===== config.mk =====
export PLATFORM = sky130hd
export DESIGN_NAME = csr_top
export DESIGN_NICKNAME = d
export VERILOG_FILES = /design/src/common/csr_pkg.sv /design/src/csr/csr_commit_stage.sv /design/src/csr/csr_issue_stage.sv /design/src/csr/csr_timer.sv /design/src/logic/csr_top.sv
export VERILOG_INCLUDE_DIRS = /design/src /design/src/common
export SDC_FILE = /design/constraint.sdc
export NUM_CORES = 1
export LEC_CHECK = 0
export BUFFER_PORTS_ARGS = -buffer_cell sky130_fd_sc_hd__buf_2
export CAP_MARGIN = 10
export CORE_ASPECT_RATIO = 0.9
export CORE_UTILIZATION = 48
export CTS_BUF_LIST = sky130_fd_sc_hd__clkbuf_16
export CTS_CLUSTER_DIAMETER = 120
export DETAILED_ROUTE_END_ITERATION = 12
export MAX_ROUTING_LAYER = met4
export PLACE_DENSITY = 0.67
export RECOVER_POWER = 50
export SLEW_MARGIN = 20
export SYNTH_ARGS = -nofsm -noshare
export SYNTH_HDL_FRONTEND = slang
export SYNTH_SLANG_ARGS = --single-unit

===== constraint.sdc =====
create_clock -name clk -period 6.97 [get_ports clk]
set_input_delay 1.394 -clock clk [delete_from_list [all_inputs] [get_ports clk]]
set_output_delay 1.394 -clock clk [all_outputs]
set_load 0.01 [all_outputs]

===== src/common/csr_macros.svh =====
`ifndef CSR_MACROS_SVH
`define CSR_MACROS_SVH

`define CSR_DATA_W   32
`define CSR_TIMER_W  32
`define CSR_NUM_W    14
`define CSR_ECODE_W  6
`define CSR_ESUB_W   9

// csr numbers
`define CSR_CRMD     14'h000
`define CSR_PRMD     14'h001
`define CSR_ECFG     14'h004
`define CSR_ESTAT    14'h005
`define CSR_ERA      14'h006
`define CSR_BADV     14'h007
`define CSR_EENTRY   14'h00c
`define CSR_SAVE0    14'h030
`define CSR_SAVE1    14'h031
`define CSR_SAVE2    14'h032
`define CSR_SAVE3    14'h033
`define CSR_TID      14'h040
`define CSR_TCFG     14'h041
`define CSR_TVAL     14'h042
`define CSR_TICLR    14'h044

`define ECODE_INT    6'h00
`define ECODE_ADE    6'h08
`define ECODE_ALE    6'h09
`define ECODE_SYS    6'h0b

`define CRMD_RESET   9'h008  // DA=1, PLV0, IE off

`endif


===== src/common/csr_pkg.sv =====
`include "csr_macros.svh"

package csr_pkg;

    typedef enum logic [2:0] {
        OP_NONE = 3'd0,
        OP_RD   = 3'd1,
        OP_WR   = 3'd2,
        OP_XCHG = 3'd3,
        OP_EXCP = 3'd4,
        OP_ERTN = 3'd5
    } csr_op_e;

    // arg word seen as a csr number
    typedef struct packed {
        logic [1:0]            pad;
        logic [`CSR_NUM_W-1:0] csr_num;
    } csr_num_view_t;

    // arg word seen as exception cause
    typedef struct packed {
        logic                    pad;
        logic [`CSR_ESUB_W-1:0]  esubcode;
        logic [`CSR_ECODE_W-1:0] ecode;
    } csr_excp_view_t;

    typedef union packed {
        csr_num_view_t  num;
        csr_excp_view_t excp;
    } csr_arg_u;

    typedef struct packed {
        logic                   valid;
        csr_op_e                op;
        csr_arg_u               arg;
        logic [`CSR_DATA_W-1:0] wdata;
        logic [`CSR_DATA_W-1:0] mask;
        logic [`CSR_DATA_W-1:0] pc;
        logic [`CSR_DATA_W-1:0] badv;  // faulting address
    } csr_req_t;

    typedef struct packed {
        logic                    valid;
        csr_op_e                 op;       // interrupts show up as OP_EXCP
        logic [`CSR_NUM_W-1:0]   csr_num;
        logic [`CSR_ECODE_W-1:0] ecode;
        logic [`CSR_ESUB_W-1:0]  esubcode;
        logic [`CSR_DATA_W-1:0]  wdata;    // already merged
        logic [`CSR_DATA_W-1:0]  pc;
        logic [`CSR_DATA_W-1:0]  badv;
    } csr_commit_t;

    typedef struct packed {
        logic                   flush;
        logic [`CSR_DATA_W-1:0] target;
    } csr_redirect_t;

endpackage


===== src/csr/csr_commit_stage.sv =====
`timescale 1ns/100ps
`include "csr_macros.svh"

module csr_commit_stage import csr_pkg::*; (
    input  logic                   clk,
    input  logic                   rstn,
    input  csr_commit_t            entry,
    input  logic [`CSR_NUM_W-1:0]  rd_num,
    output logic [`CSR_DATA_W-1:0] rd_value,
    output logic                   irq_pending,
    output logic [`CSR_DATA_W-1:0] crmd,
    output logic [`CSR_DATA_W-1:0] era,
    output logic [`CSR_DATA_W-1:0] eentry
);

    localparam logic [12:0] ECFG_LIE_MASK = 13'h1bff;  // bit 10 reserved

    logic [8:0]                    crmd_q;
    logic [2:0]                    prmd_q;
    logic [12:0]                   ecfg_q;
    logic [1:0]                    estat_is;
    logic [`CSR_ECODE_W-1:0]       estat_ecode;
    logic [`CSR_ESUB_W-1:0]        estat_esub;
    logic [`CSR_DATA_W-1:0]        era_q;
    logic [`CSR_DATA_W-1:0]        badv_q;
    logic [`CSR_DATA_W-1:6]        eentry_q;
    logic [`CSR_DATA_W-1:0]        save_q [4];
    logic [`CSR_DATA_W-1:0]        tid_q;
    logic [`CSR_DATA_W-1:0]        estat_val;

    logic                          csr_we;
    logic                          do_excp;
    logic                          do_ertn;
    logic                          tcfg_we;
    logic                          ti_clear;
    logic                          ti_flag;
    logic [`CSR_TIMER_W-1:0]       tcfg;
    logic [`CSR_TIMER_W-1:0]       tval;

    assign csr_we  = entry.valid && (entry.op == OP_WR || entry.op == OP_XCHG);
    assign do_excp = entry.valid && (entry.op == OP_EXCP);
    assign do_ertn = entry.valid && (entry.op == OP_ERTN);

    assign tcfg_we  = csr_we && (entry.csr_num == `CSR_TCFG);
    assign ti_clear = csr_we && (entry.csr_num == `CSR_TICLR) && entry.wdata[0];

    csr_timer u_timer (
        .clk        (clk),
        .rstn       (rstn),
        .tcfg_we    (tcfg_we),
        .tcfg_wdata (entry.wdata),
        .ti_clear   (ti_clear),
        .ti_flag    (ti_flag),
        .tcfg       (tcfg),
        .tval       (tval)
    );

    // esubcode, ecode, TI at 11, SWI at 1:0
    assign estat_val = {1'b0, estat_esub, estat_ecode, 4'b0, ti_flag, 9'b0, estat_is};

    assign irq_pending = crmd_q[2] && |(estat_val[12:0] & ecfg_q);

    assign crmd   = {23'b0, crmd_q};
    assign era    = era_q;
    assign eentry = {eentry_q, 6'b0};

    always_comb
    begin
        case (rd_num)
            `CSR_CRMD:   rd_value = {23'b0, crmd_q};
            `CSR_PRMD:   rd_value = {29'b0, prmd_q};
            `CSR_ECFG:   rd_value = {19'b0, ecfg_q};
            `CSR_ESTAT:  rd_value = estat_val;
            `CSR_ERA:    rd_value = era_q;
            `CSR_BADV:   rd_value = badv_q;
            `CSR_EENTRY: rd_value = {eentry_q, 6'b0};
            `CSR_SAVE0, `CSR_SAVE1, `CSR_SAVE2, `CSR_SAVE3:
                rd_value = save_q[rd_num[1:0]];
            `CSR_TID:    rd_value = tid_q;
            `CSR_TCFG:   rd_value = tcfg;
            `CSR_TVAL:   rd_value = tval;
            default:     rd_value = '0;  // TICLR and unknown numbers
        endcase
    end

    always_ff @(posedge clk)
    begin
        if (!rstn)
        begin
            crmd_q      <= `CRMD_RESET;
            prmd_q      <= '0;
            ecfg_q      <= '0;
            estat_is    <= '0;
            estat_ecode <= '0;
            estat_esub  <= '0;
            era_q       <= '0;
            badv_q      <= '0;
            eentry_q    <= '0;
            tid_q       <= '0;
            for (int i = 0; i < 4; i++)
                save_q[i] <= '0;
        end
        else if (do_excp)
        begin
            prmd_q      <= crmd_q[2:0];
            crmd_q[2:0] <= 3'b000;  // kernel, interrupts masked
            era_q       <= entry.pc;
            estat_ecode <= entry.ecode;
            estat_esub  <= entry.esubcode;
            if (entry.ecode == `ECODE_ADE || entry.ecode == `ECODE_ALE)
                badv_q <= entry.badv;
        end
        else if (do_ertn)
        begin
            crmd_q[2:0] <= prmd_q;
        end
        else if (csr_we)
        begin
            case (entry.csr_num)
                `CSR_CRMD:   crmd_q   <= entry.wdata[8:0];
                `CSR_PRMD:   prmd_q   <= entry.wdata[2:0];
                `CSR_ECFG:   ecfg_q   <= entry.wdata[12:0] & ECFG_LIE_MASK;
                `CSR_ESTAT:  estat_is <= entry.wdata[1:0];  // only the sw bits
                `CSR_ERA:    era_q    <= entry.wdata;
                `CSR_BADV:   badv_q   <= entry.wdata;
                `CSR_EENTRY: eentry_q <= entry.wdata[`CSR_DATA_W-1:6];
                `CSR_SAVE0, `CSR_SAVE1, `CSR_SAVE2, `CSR_SAVE3:
                    save_q[entry.csr_num[1:0]] <= entry.wdata;
                `CSR_TID:    tid_q    <= entry.wdata;
                default:     ;
            endcase
        end
    end

    // exception and return entries never arrive back to back
    a_excp_ertn_apart: assert property (@(posedge clk) disable iff (!rstn)
        (do_excp || do_ertn) |=> !do_excp && !do_ertn);

endmodule


===== src/csr/csr_issue_stage.sv =====
`timescale 1ns/100ps
`include "csr_macros.svh"

module csr_issue_stage import csr_pkg::*; (
    input  logic                   clk,
    input  logic                   rstn,
    input  logic                   stall,
    input  csr_req_t               req,
    input  logic                   irq_pending,
    input  logic [`CSR_DATA_W-1:0] rd_value,
    input  logic [`CSR_DATA_W-1:0] era,
    input  logic [`CSR_DATA_W-1:0] eentry,
    output csr_commit_t            entry,
    output csr_redirect_t          redirect,
    output logic [`CSR_DATA_W-1:0] rdata,
    output logic                   excp_flush,
    output logic                   ertn_flush
);

    logic                   take_irq;
    logic                   take_req;
    logic [`CSR_DATA_W-1:0] wmask;
    csr_commit_t            entry_d;
    csr_redirect_t          redirect_d;

    // IE only drops once the entry commits, so hold off while one is in flight
    assign take_irq = irq_pending && !stall && !entry.valid;
    assign take_req = req.valid && !stall && !take_irq;

    assign wmask = (req.op == OP_WR) ? '1 : req.mask;

    always_comb
    begin
        entry_d       = '0;
        entry_d.pc    = req.pc;  // also ERA for a taken interrupt
        entry_d.badv  = req.badv;
        entry_d.wdata = (req.wdata & wmask) | (rd_value & ~wmask);
        if (take_irq)
        begin
            entry_d.valid    = 1'b1;
            entry_d.op       = OP_EXCP;
            entry_d.ecode    = `ECODE_INT;
            entry_d.esubcode = '0;
        end
        else if (take_req)
        begin
            entry_d.valid = (req.op != OP_NONE);
            entry_d.op    = req.op;
            if (req.op == OP_EXCP)
            begin
                entry_d.ecode    = req.arg.excp.ecode;
                entry_d.esubcode = req.arg.excp.esubcode;
            end
            else
            begin
                entry_d.csr_num = req.arg.num.csr_num;
            end
        end
    end

    always_comb
    begin
        redirect_d.flush  = 1'b0;
        redirect_d.target = req.pc + 4;
        if (entry_d.valid)
        begin
            case (entry_d.op)
                OP_EXCP:
                begin
                    redirect_d.flush  = 1'b1;
                    redirect_d.target = eentry;
                end
                OP_ERTN:
                begin
                    redirect_d.flush  = 1'b1;
                    redirect_d.target = era;
                end
                OP_WR, OP_XCHG:
                    redirect_d.flush = 1'b1;  // state may change under later insts
                default:
                    redirect_d.flush = 1'b0;
            endcase
        end
    end

    always_ff @(posedge clk)
    begin
        if (!rstn)
        begin
            entry      <= '0;
            redirect   <= '0;
            excp_flush <= 1'b0;
            ertn_flush <= 1'b0;
        end
        else
        begin
            entry      <= entry_d;
            redirect   <= redirect_d;
            excp_flush <= entry_d.valid && (entry_d.op == OP_EXCP);
            ertn_flush <= entry_d.valid && (entry_d.op == OP_ERTN);
        end
    end

    // old value for rd and xchg
    always_ff @(posedge clk)
    begin
        if (entry_d.valid && (entry_d.op == OP_RD || entry_d.op == OP_XCHG))
            rdata <= rd_value;
        else
            rdata <= '0;
    end

    // no second flush pulse right behind the first one
    a_flush_pulses: assert property (@(posedge clk) disable iff (!rstn)
        (excp_flush || ertn_flush) |=> !excp_flush && !ertn_flush);

endmodule


===== src/csr/csr_timer.sv =====
`timescale 1ns/100ps
`include "csr_macros.svh"

module csr_timer import csr_pkg::*; (
    input  logic                    clk,
    input  logic                    rstn,
    input  logic                    tcfg_we,
    input  logic [`CSR_TIMER_W-1:0] tcfg_wdata,
    input  logic                    ti_clear,
    output logic                    ti_flag,
    output logic [`CSR_TIMER_W-1:0] tcfg,
    output logic [`CSR_TIMER_W-1:0] tval
);

    logic                    en;
    logic                    periodic;
    logic                    tval_load;
    logic [`CSR_TIMER_W-1:0] init_val;

    assign en       = tcfg[0];
    assign periodic = tcfg[1];
    assign init_val = {tcfg[`CSR_TIMER_W-1:2], 2'b00};

    always_ff @(posedge clk)
    begin
        if (!rstn)
        begin
            tcfg      <= '0;
            tval_load <= 1'b0;
        end
        else
        begin
            tval_load <= tcfg_we && tcfg_wdata[0];  // reload one edge after the write
            if (tcfg_we)
                tcfg <= tcfg_wdata;
        end
    end

    always_ff @(posedge clk)
    begin
        if (!rstn)
            tval <= '0;
        else if (tval_load)
            tval <= init_val;
        else if (en)
        begin
            if (tval != '0)
                tval <= tval - `CSR_TIMER_W'(1);
            else if (periodic)
                tval <= init_val;
        end
    end

    // sticky until cleared through TICLR
    always_ff @(posedge clk)
    begin
        if (!rstn)
            ti_flag <= 1'b0;
        else if (ti_clear)
            ti_flag <= 1'b0;
        else if (en && !tval_load && tval == 1)
            ti_flag <= 1'b1;
    end

    a_tval_frozen: assert property (@(posedge clk) disable iff (!rstn)
        (!en && !tcfg_we) |=> $stable(tval));

endmodule


===== src/logic/csr_top.sv =====
`timescale 1ns/100ps
`include "csr_macros.svh"

module csr_top import csr_pkg::*; (
    input  logic                   clk,
    input  logic                   rstn,
    input  logic                   stall,
    input  csr_req_t               req,
    output csr_redirect_t          redirect,
    output logic [`CSR_DATA_W-1:0] rdata,
    output logic                   excp_flush,
    output logic                   ertn_flush,
    output logic [`CSR_DATA_W-1:0] crmd
);

    csr_commit_t            entry;
    logic                   irq_pending;
    logic [`CSR_NUM_W-1:0]  rd_num;
    logic [`CSR_DATA_W-1:0] rd_value;
    logic [`CSR_DATA_W-1:0] era;
    logic [`CSR_DATA_W-1:0] eentry;

    assign rd_num = req.arg.num.csr_num;  // read port follows the incoming request

    csr_issue_stage u_issue (
        .clk         (clk),
        .rstn        (rstn),
        .stall       (stall),
        .req         (req),
        .irq_pending (irq_pending),
        .rd_value    (rd_value),
        .era         (era),
        .eentry      (eentry),
        .entry       (entry),
        .redirect    (redirect),
        .rdata       (rdata),
        .excp_flush  (excp_flush),
        .ertn_flush  (ertn_flush)
    );

    csr_commit_stage u_commit (
        .clk         (clk),
        .rstn        (rstn),
        .entry       (entry),
        .rd_num      (rd_num),
        .rd_value    (rd_value),
        .irq_pending (irq_pending),
        .crmd        (crmd),
        .era         (era),
        .eentry      (eentry)
    );

endmodule


==> results.md, run 1 <==
- Result of the run: complete, but fails checks
- Violations in the final reports: capacitance limit, slew limit
- Metal3 WL: 7730 um
- First-pass iteration count of the detailed router: 9
- Number of maximum-capacitance violations: 5
- TritonCTS clock tree: done
- Pin count of the biggest net entering global routing: 111
- Antenna cells: 0
- Total Power Consumption: 6.67 mW
- DIE HEIGHT: 215 um
- Die Span X: 238 um
- Static Leak: 10.3 nW
- Wire length on met2: 33400 um
- Tot GR Track Use: 0.306
- Mean Syn Cell Area: 9.95 um^2
- Share of async-settable or async-resettable flops after synthesis: 0
- Critical path required time: 7450 ps
- Worst relative slew slack: -1.15
- Setup Buffers After CTS: 0
- Quantity of I/O buffers inserted on ports: 225
- Final #Nets: 2708
- Utilization of the core after routing: 0.552
- Number of buffers added by the clock tree synthesis step: 56
- Netlist cell types: 89
- Via count: 19500
- Arrival @ worst endpoint: 5660 ps
- Clock latency at the later pin of the worst-skew pair: 640 ps
- First DRT Iteration DRCs: 2193
- Sw frac: 0.237
- Timing-limited maximum frequency: 193 MHz
- Area of the core region: 0.0493 mm^2
- Wire length per cell: 23.6 um
- Count of final setup violators: 0
- Starting utilization of the core area: 0.488
- Category of the worst setup path capture point: flip-flop
- Highest metal used: met4
- Maximum buffer depth of the clock tree: 3
- Crit path from: rstn
- Fill cell instance count of the final layout: 4488
- Mapped Area: 0.0241 mm^2
- Total Neg Setup Slack: 0 ps
- Final ANT Viol Nets: 0
- Clock share of power: 0.442
- Die area: 0.0511 mm^2
- Fraction of power consumed by sequential logic: 0.510
- Detailed-route wire length on metal 1: 33800 um
- Max-slew violations: 132
- Post-synthesis register bit count: 553
- Final wirelength: 77300 um
- Via count of the first global-routing pass: 18300
- Layout cell share with drive strength beyond 1: 0.139
- Worst clock skew on the final layout: 33.8 ps
- Startpoint of the worst register-to-register path: u_issue.entry[120]
- Number of cell instances on the worst register-to-register path: 6
- Maximum resistive drop on vdd: 0.187 mV
- Antenna violations before repair: 2
- Number of enable-type register cells in the synthesized netlist: 128
- Synthesis Warnings: 0
- End of the worst register-to-register path: u_commit.save_q[2][22]
- H-tree depth: 2
- Area grow syn2layout: 13.0%
- Number of hold buffers added after cts: 0
- Clock edge transition at the registers on the reported setup and hold paths: 70 ps
- Multi-input gate area in the final layout: 0.0109 mm^2
- Post-synthesis sequential area ratio: 0.513
- Placement Rows: 77
- CTS sink cnt: 553
- Register-to-register path setup slack: 2040 ps
- First-pass GRT wire length: 115000 um
- CP max FO: 54
- Worst setup SP type: input pin
- Cell at the root of the clock tree: sky130_fd_sc_hd__clkbuf_16
- Combinational cell fraction of total power: 0.047
- Footprint of the flip-flops and latches: 0.0124 mm^2
- Instance count after placement with tap cells included: 3165
- I/O pin total: 250
- Top flip-flop cell by instance count after synthesis: sky130_fd_sc_hd__dfxtp_1
- Detailed Place HPWL: 52400 um
- Path class of the lowest-slack min-delay path: flip-flop to flip-flop
- Number of hold-slack violations in the final timing report: 0
- RSZ-0062 raised after global routing: false
- Placer's final routability congestion estimate: 0.983
- Global route total overflow: 0
- Kind of critical path: input pin to flip-flop
- Post-synthesis cell count: 2421
- Via count normalized by instance count: 5.97
- Pwr/cell area: 245 mW/mm^2
- Drt drc: 0
- Actual transition at the worst max-transition pin: 3190 ps
- Min Clock Period, post-route: 5190 ps
- Post-cts sizing count: 0
- Final worst-path cycle share: 0.744
- Final cell count without fillers: 3270
- CP endpoint: u_commit.save_q[1][19]
- Internal: 5.09 mW
- Psw: 1.58 mW
[through the flow]
step,setup WS [ps],hold WS (ps),instance area (um^2)
2_1_floorplan,3050,417,24200
3_3_place_gp,2540,432,25600
3_5_place_dp,2560,434,25600
4_1_cts,3190,441,27400
5_1_grt,1540,465,27200
6_report,1780,439,27200
[power by group through the flow]
stage | combinational (mW) | sequential (mW) | clock, mW
2_1_floorplan | 0.193 | 3.44 | 0
3_3_place_gp | 0.314 | 3.47 | 0
3_5_place_dp | 0.316 | 3.47 | 0
4_1_cts | 0.318 | 3.40 | 2.97
5_1_grt | 0.342 | 3.41 | 3.11
6_report | 0.316 | 3.40 | 2.95
[cells in the mapped netlist, drive strengths merged (7+ instances only)]
| library cell | number | area (um^2) |
|---|---|---|
| a211oi | 10 | 80.1 |
| a21oi | 61 | 309 |
| a222oi | 8 | 80.1 |
| a22o | 18 | 158 |
| a22oi | 71 | 533 |
| a311oi | 34 | 298 |
| a31oi | 47 | 294 |
| a32oi | 12 | 105 |
| and2 | 182 | 1140 |
| and3 | 68 | 425 |
| buf | 91 | 554 |
| clkbuf | 120 | 450 |
| dfxtp | 425 | 8510 |
| edfxtp | 128 | 3840 |
| inv | 7 | 26.3 |
| mux2 | 15 | 169 |
| mux2i | 123 | 1230 |
| mux4 | 35 | 788 |
| nand2 | 230 | 866 |
| nand2b | 7 | 43.8 |
| nand3 | 85 | 448 |
| nand4 | 28 | 181 |
| nor2 | 237 | 892 |
| nor2b | 19 | 119 |
| nor3 | 47 | 245 |
| nor4 | 17 | 213 |
| nor4b | 7 | 101 |
| o21ai | 139 | 696 |
| o2bb2ai | 10 | 87.6 |
| or2 | 7 | 43.8 |
| or3 | 7 | 48.8 |
| xnor2 | 21 | 184 |
| xor2 | 19 | 166 |
[sequential cells by signal (all words and copies together) (netlist names), 6 cells and up]
| register | cells |
|---|---|
| u_issue.redirect | 33 |
| u_commit.eentry_q | 26 |
| u_commit.u_timer.tval | 32 |
| u_commit.estat_ecode | 6 |
| u_commit.ecfg_q | 12 |
| u_commit.estat_esub | 9 |
| u_commit.save_q | 128 |
| u_issue.rdata | 32 |
| u_commit.crmd_q | 9 |
| u_commit.u_timer.tcfg | 32 |
| u_commit.tid_q | 32 |
| u_issue.entry | 129 |
| u_commit.badv_q | 32 |
| u_commit.era | 32 |
[worst max-delay path, cell delays in order]
cell and delay, ps:
sky130_fd_sc_hd__clkbuf_1 410, sky130_fd_sc_hd__clkinvlp_2 1520, sky130_fd_sc_hd__buf_4 860, sky130_fd_sc_hd__nor3_1 450, sky130_fd_sc_hd__clkbuf_1 750, sky130_fd_sc_hd__and2_0 230
[layout make-up]
type	instances	share of cell area
clock buffer	59	0.0542
multi-input combinational	1671	0.401
inverter	8	0.00115
timing repair buffer	263	0.0482
tap	671	0.0308
clock inverter	45	0.0115
sequential	553	0.454
[worst min-delay path by stage]
stage	endpoint	slack, ps	from	cells after the start
final	u_commit.estat_esub[3]	440	u_issue.entry[99]	2
after floorplan	u_commit.estat_ecode[0]	420	u_issue.entry[105]	2
after detailed placement	u_commit.estat_esub[0]	430	u_issue.entry[96]	2
after global routing	u_commit.estat_esub[0]	470	u_issue.entry[96]	2
after global placement	u_commit.estat_esub[7]	430	u_issue.entry[103]	2
after CTS	u_commit.estat_esub[0]	440	u_issue.entry[96]	2
[layer usage]
| metal | up-vias | global-route usage |
|---|---|---|
| li1 | 8963 | - |
| met1 | 9459 | 0.426 |
| met2 | 961 | 0.437 |
| met3 | 148 | 0.0756 |
| met4 | 0 | 0.0919 |
| met5 | - | - |
[cell families after synthesis]
group           after synthesis  synth area share
buf+inv                     219            0.0429
flops                       553             0.513
xor+xnor                     40            0.0145
compound gates              459             0.128
other cells                   1          0.000156
simple gates                972             0.209
fa+ha+maj                     4           0.00208
mux                         173            0.0908
[layout by cell type (no fill, tap or decap), types with 8 or more instances in the layout]
cell type / count
sky130_fd_sc_hd__o21ai_1: 11
sky130_fd_sc_hd__a311oi_1: 34
sky130_fd_sc_hd__dfxtp_1: 425
sky130_fd_sc_hd__nor2b_1: 18
sky130_fd_sc_hd__nor2_1: 233
sky130_fd_sc_hd__clkbuf_16: 59
sky130_fd_sc_hd__clkbuf_1: 82
sky130_fd_sc_hd__a21oi_1: 59
sky130_fd_sc_hd__conb_1: 23
sky130_fd_sc_hd__a211oi_1: 9
sky130_fd_sc_hd__a31oi_1: 47
sky130_fd_sc_hd__and2_0: 42
sky130_fd_sc_hd__nor3_1: 43
sky130_fd_sc_hd__nand4_1: 27
sky130_fd_sc_hd__clkinv_2: 13
sky130_fd_sc_hd__a32oi_1: 12
sky130_fd_sc_hd__a22o_1: 18
sky130_fd_sc_hd__mux2_2: 15
sky130_fd_sc_hd__xnor2_1: 21
sky130_fd_sc_hd__inv_1: 24
sky130_fd_sc_hd__mux2i_1: 123
sky130_fd_sc_hd__nand3_1: 82
sky130_fd_sc_hd__a22oi_1: 71
sky130_fd_sc_hd__o2bb2ai_1: 10
sky130_fd_sc_hd__xor2_1: 19
sky130_fd_sc_hd__buf_2: 147
sky130_fd_sc_hd__nand2_1: 229
sky130_fd_sc_hd__and2_1: 140
sky130_fd_sc_hd__nor4_1: 8
sky130_fd_sc_hd__edfxtp_1: 128
sky130_fd_sc_hd__and3_1: 68
sky130_fd_sc_hd__buf_4: 33
sky130_fd_sc_hd__a222oi_1: 8
sky130_fd_sc_hd__o21ai_0: 127
sky130_fd_sc_hd__mux4_2: 35
(Power assumes the default switching activity.)
==> run 2: changes to the inputs <==
--- a/config.mk
+++ b/config.mk
@@ -6,6 +6,7 @@
 export SDC_FILE = /design/constraint.sdc
 export NUM_CORES = 1
 export LEC_CHECK = 0
+export ABC_AREA = 1
 export BUFFER_PORTS_ARGS = -buffer_cell sky130_fd_sc_hd__buf_2
 export CAP_MARGIN = 10
 export CORE_ASPECT_RATIO = 0.9
==> constraint.sdc (replaced) <==
create_clock -name clk -period 5.4 [get_ports clk]
set_input_delay 1.08 -clock clk [delete_from_list [all_inputs] [get_ports clk]]
set_output_delay 1.08 -clock clk [all_outputs]
set_load 0.01 [all_outputs]
==> run 2 against run 1 <==
  * The flow still finishes with violations (capacitance limit, slew limit)
  * Critical endpoint is now u_commit.save_q[0][10]
  * Wire length grew 42%
  * Critical path type is now flip-flop to flip-flop
  * Cell count increased by 52%
  * Register-to-register slack lost 740 ps
  * Combinational power grew 84%
  * Global-route usage increased by 6.4 points
  * Clock skew is 5.4 ps lower
  * Sequential power rose by 30%
  * Cell area up 14%
==> results.md, run 2 <==
- Utilization of the core after routing: 0.543
- Mapped Area: 0.0281 mm^2
- First DRT Iteration DRCs: 4163
- Number of hold-slack violations in the final timing report: 0
- Worst setup SP type: flip-flop
- Netlist cell types: 48
- Kind of critical path: flip-flop to flip-flop
- Setup Buffers After CTS: 0
- Post-synthesis sequential area ratio: 0.440
- Path class of the lowest-slack min-delay path: flip-flop to flip-flop
- Final worst-path cycle share: 0.759
- Number of buffers added by the clock tree synthesis step: 58
- Number of hold buffers added after cts: 0
- CTS sink cnt: 553
- Clock latency at the later pin of the worst-skew pair: 660 ps
- Via count of the first global-routing pass: 25100
- Via count: 28400
- Fraction of post-synthesis cell area in the top cell type by area: 0.303
- Die area: 0.0595 mm^2
- Quantity of I/O buffers inserted on ports: 225
- Placer's final routability congestion estimate: 1.04
- Final wirelength: 110000 um
- Clock edge transition at the registers on the reported setup and hold paths: 70 ps
- Maximum resistive drop on vdd: 0.236 mV
- Max-slew violations: 232
- Critical path required time: 5720 ps
- Violations in the final reports: capacitance limit, slew limit
- Pwr/cell area: 288 mW/mm^2
- Share of async-settable or async-resettable flops after synthesis: 0
- Placement Rows: 83
- Worst slack at placement: 1460 ps
- Fill cell instance count of the final layout: 5782
- I/O pin total: 250
- Most repeated cell in the gate-level netlist after synthesis: sky130_fd_sc_hd__nand2_1
- Commonest cells after routing, fill and taps aside: 1048 x sky130_fd_sc_hd__nand2_1, 629 x sky130_fd_sc_hd__nor2_1, 424 x sky130_fd_sc_hd__dfxtp_1, 411 x sky130_fd_sc_hd__inv_1, 276 x sky130_fd_sc_hd__nand3_1
- Min Clock Period, post-route: 4100 ps
- Post-synthesis register bit count: 553
- Via count normalized by instance count: 5.70
- H-tree depth: 2
- Drt drc: 0
- Synthesis Warnings: 0
- CP max FO: 35
- Global route total overflow: 0
- Number of enable-type register cells in the synthesized netlist: 128
- DIE HEIGHT: 232 um
- Largest register FFs: 129
- Top flip-flop cell by instance count after synthesis: sky130_fd_sc_hd__dfxtp_1
- Worst Slack Setup Final: 1300 ps
- Most frequent standard cell in the layout excluding fill and tap cells: sky130_fd_sc_hd__nand2_1
- Worst clock skew on the final layout: 28.4 ps
- Arrival @ worst endpoint: 4410 ps
- First-pass iteration count of the detailed router: 6
- Register name with the most flops: u_issue.entry
- Post-synthesis cell count: 4066
- Antenna violations before repair: 1
- Timing-limited maximum frequency: 244 MHz
- Final cell count without fillers: 4975
- Number of maximum-capacitance violations: 6
- Biggest registers after layout: u_issue.entry: 129 flops, u_commit.save_q: 128 flops, u_issue.redirect: 33 flops
- Static Leak: 13.9 nW
- Worst relative slew slack: -0.782
- Starting utilization of the core area: 0.489
- Area grow syn2layout: 11.0%
- Cell taking the most area after synthesis: sky130_fd_sc_hd__dfxtp_1
- Wire length per cell: 22.0 um
- Post-cts sizing count: 0
- Count of final setup violators: 0
- Die Span X: 257 um
- First-pass GRT wire length: 161000 um
- Mean Syn Cell Area: 6.91 um^2
- Final #Nets: 4316
- Area of the core region: 0.0574 mm^2
- Result of the run: complete, but fails checks
- Layout cell share with drive strength beyond 1: 0.0855
- Cell at the root of the clock tree: sky130_fd_sc_hd__clkbuf_16
- TritonCTS clock tree: done
- Final ANT Viol Nets: 0
- Pin count of the biggest net entering global routing: 88
- RSZ-0062 raised after global routing: false
- Actual transition at the worst max-transition pin: 2670 ps
- Instance count after placement with tap cells included: 4866
- Detailed Place HPWL: 77700 um
- Category of the worst setup path capture point: flip-flop
- Synth top area cells: sky130_fd_sc_hd__dfxtp_1 30%, sky130_fd_sc_hd__nand2_1 14%, sky130_fd_sc_hd__edfxtp_1 14%
- Tot GR Track Use: 0.370
- Maximum buffer depth of the clock tree: 3
- Total Neg Setup Slack: 0 ps
- Top cell types by occurrence after synthesis: 1049 x sky130_fd_sc_hd__nand2_1, 630 x sky130_fd_sc_hd__nor2_1, 425 x sky130_fd_sc_hd__dfxtp_1, 403 x sky130_fd_sc_hd__inv_1, 276 x sky130_fd_sc_hd__nand3_1
[run 2: cell types whose count changed after synthesis, sizes merged, moves of 68 or more]
cell   delta
nand3   +198
o21ai   +111
mux2i   -123
and3     -68
nand2   +829
and2    -182
a21oi   +116
nand4   +187
nor2    +423
inv     +414
[run 2: path summary, 6_finish.rpt]
check                      endpoint               start  slack, ps  cells after the start
max          u_commit.save_q[0][10]  u_issue.entry[111]       1300                      4
min          u_commit.estat_esub[6]  u_issue.entry[102]        440                      2
max reg2reg  u_commit.save_q[0][10]  u_issue.entry[111]       1300                      4
min reg2reg  u_commit.estat_esub[6]  u_issue.entry[102]        440                      2
[run 2: critical path: stages (launching register included)]
cell and delay (ps):
sky130_fd_sc_hd__dfxtp_1 330, sky130_fd_sc_hd__nor2_1 200, sky130_fd_sc_hd__inv_1 680, sky130_fd_sc_hd__o21ai_1 1980, sky130_fd_sc_hd__buf_4 540
[run 2: cell type report]
class	instances	area, um^2	share of cell area
multi-input combinational	2856	13100	0.420
timing repair buffer	267	1340	0.0429
antenna	1	2.50	0.0000803
clock inverter	48	342	0.0110
clock buffer	60	1500	0.0482
inverter	425	1600	0.0514
sequential	553	12400	0.396
tap	765	957	0.0307
[run 2: per-layer routing]
layer / global-route usage / vias up / wire (um)
met5: - / - / 0
met4: 0.190 / 0 / 6160
met3: 0.0740 / 246 / 13400
met2: 0.505 / 1747 / 44100
met1: 0.514 / 13000 / 45900
li1: - / 13300 / -
[run 2: cell families after synthesis]
kind of cell               after synthesis  synth area share
buffers and inverters                  679             0.101
other                                    1          0.000133
DFF                                    553             0.440
xor gates and xnor gates                32           0.00998
adders and majority gates                4           0.00178
and+or+nand+nor                       2300             0.352
AOI/OAI and AO/OA                      497            0.0953
[run 2: power by group]
part | internal (mW) | switching [mW]
Sequential | 4.34 | 0.0812
Clock | 2.16 | 1.80
Combinational | 0.148 | 0.433
Total | 6.65 | 2.32
[run 2: stage by stage]
stage / hold WS [ps] / area, um^2 / power (mW)
floorplan: 426 / 28200 / 4.81
global placement: 430 / 29500 / 5.07
detailed placement: 434 / 29500 / 5.07
CTS: 443 / 31300 / 8.96
global route: 450 / 31200 / 9.20
finish: 443 / 31200 / 8.97
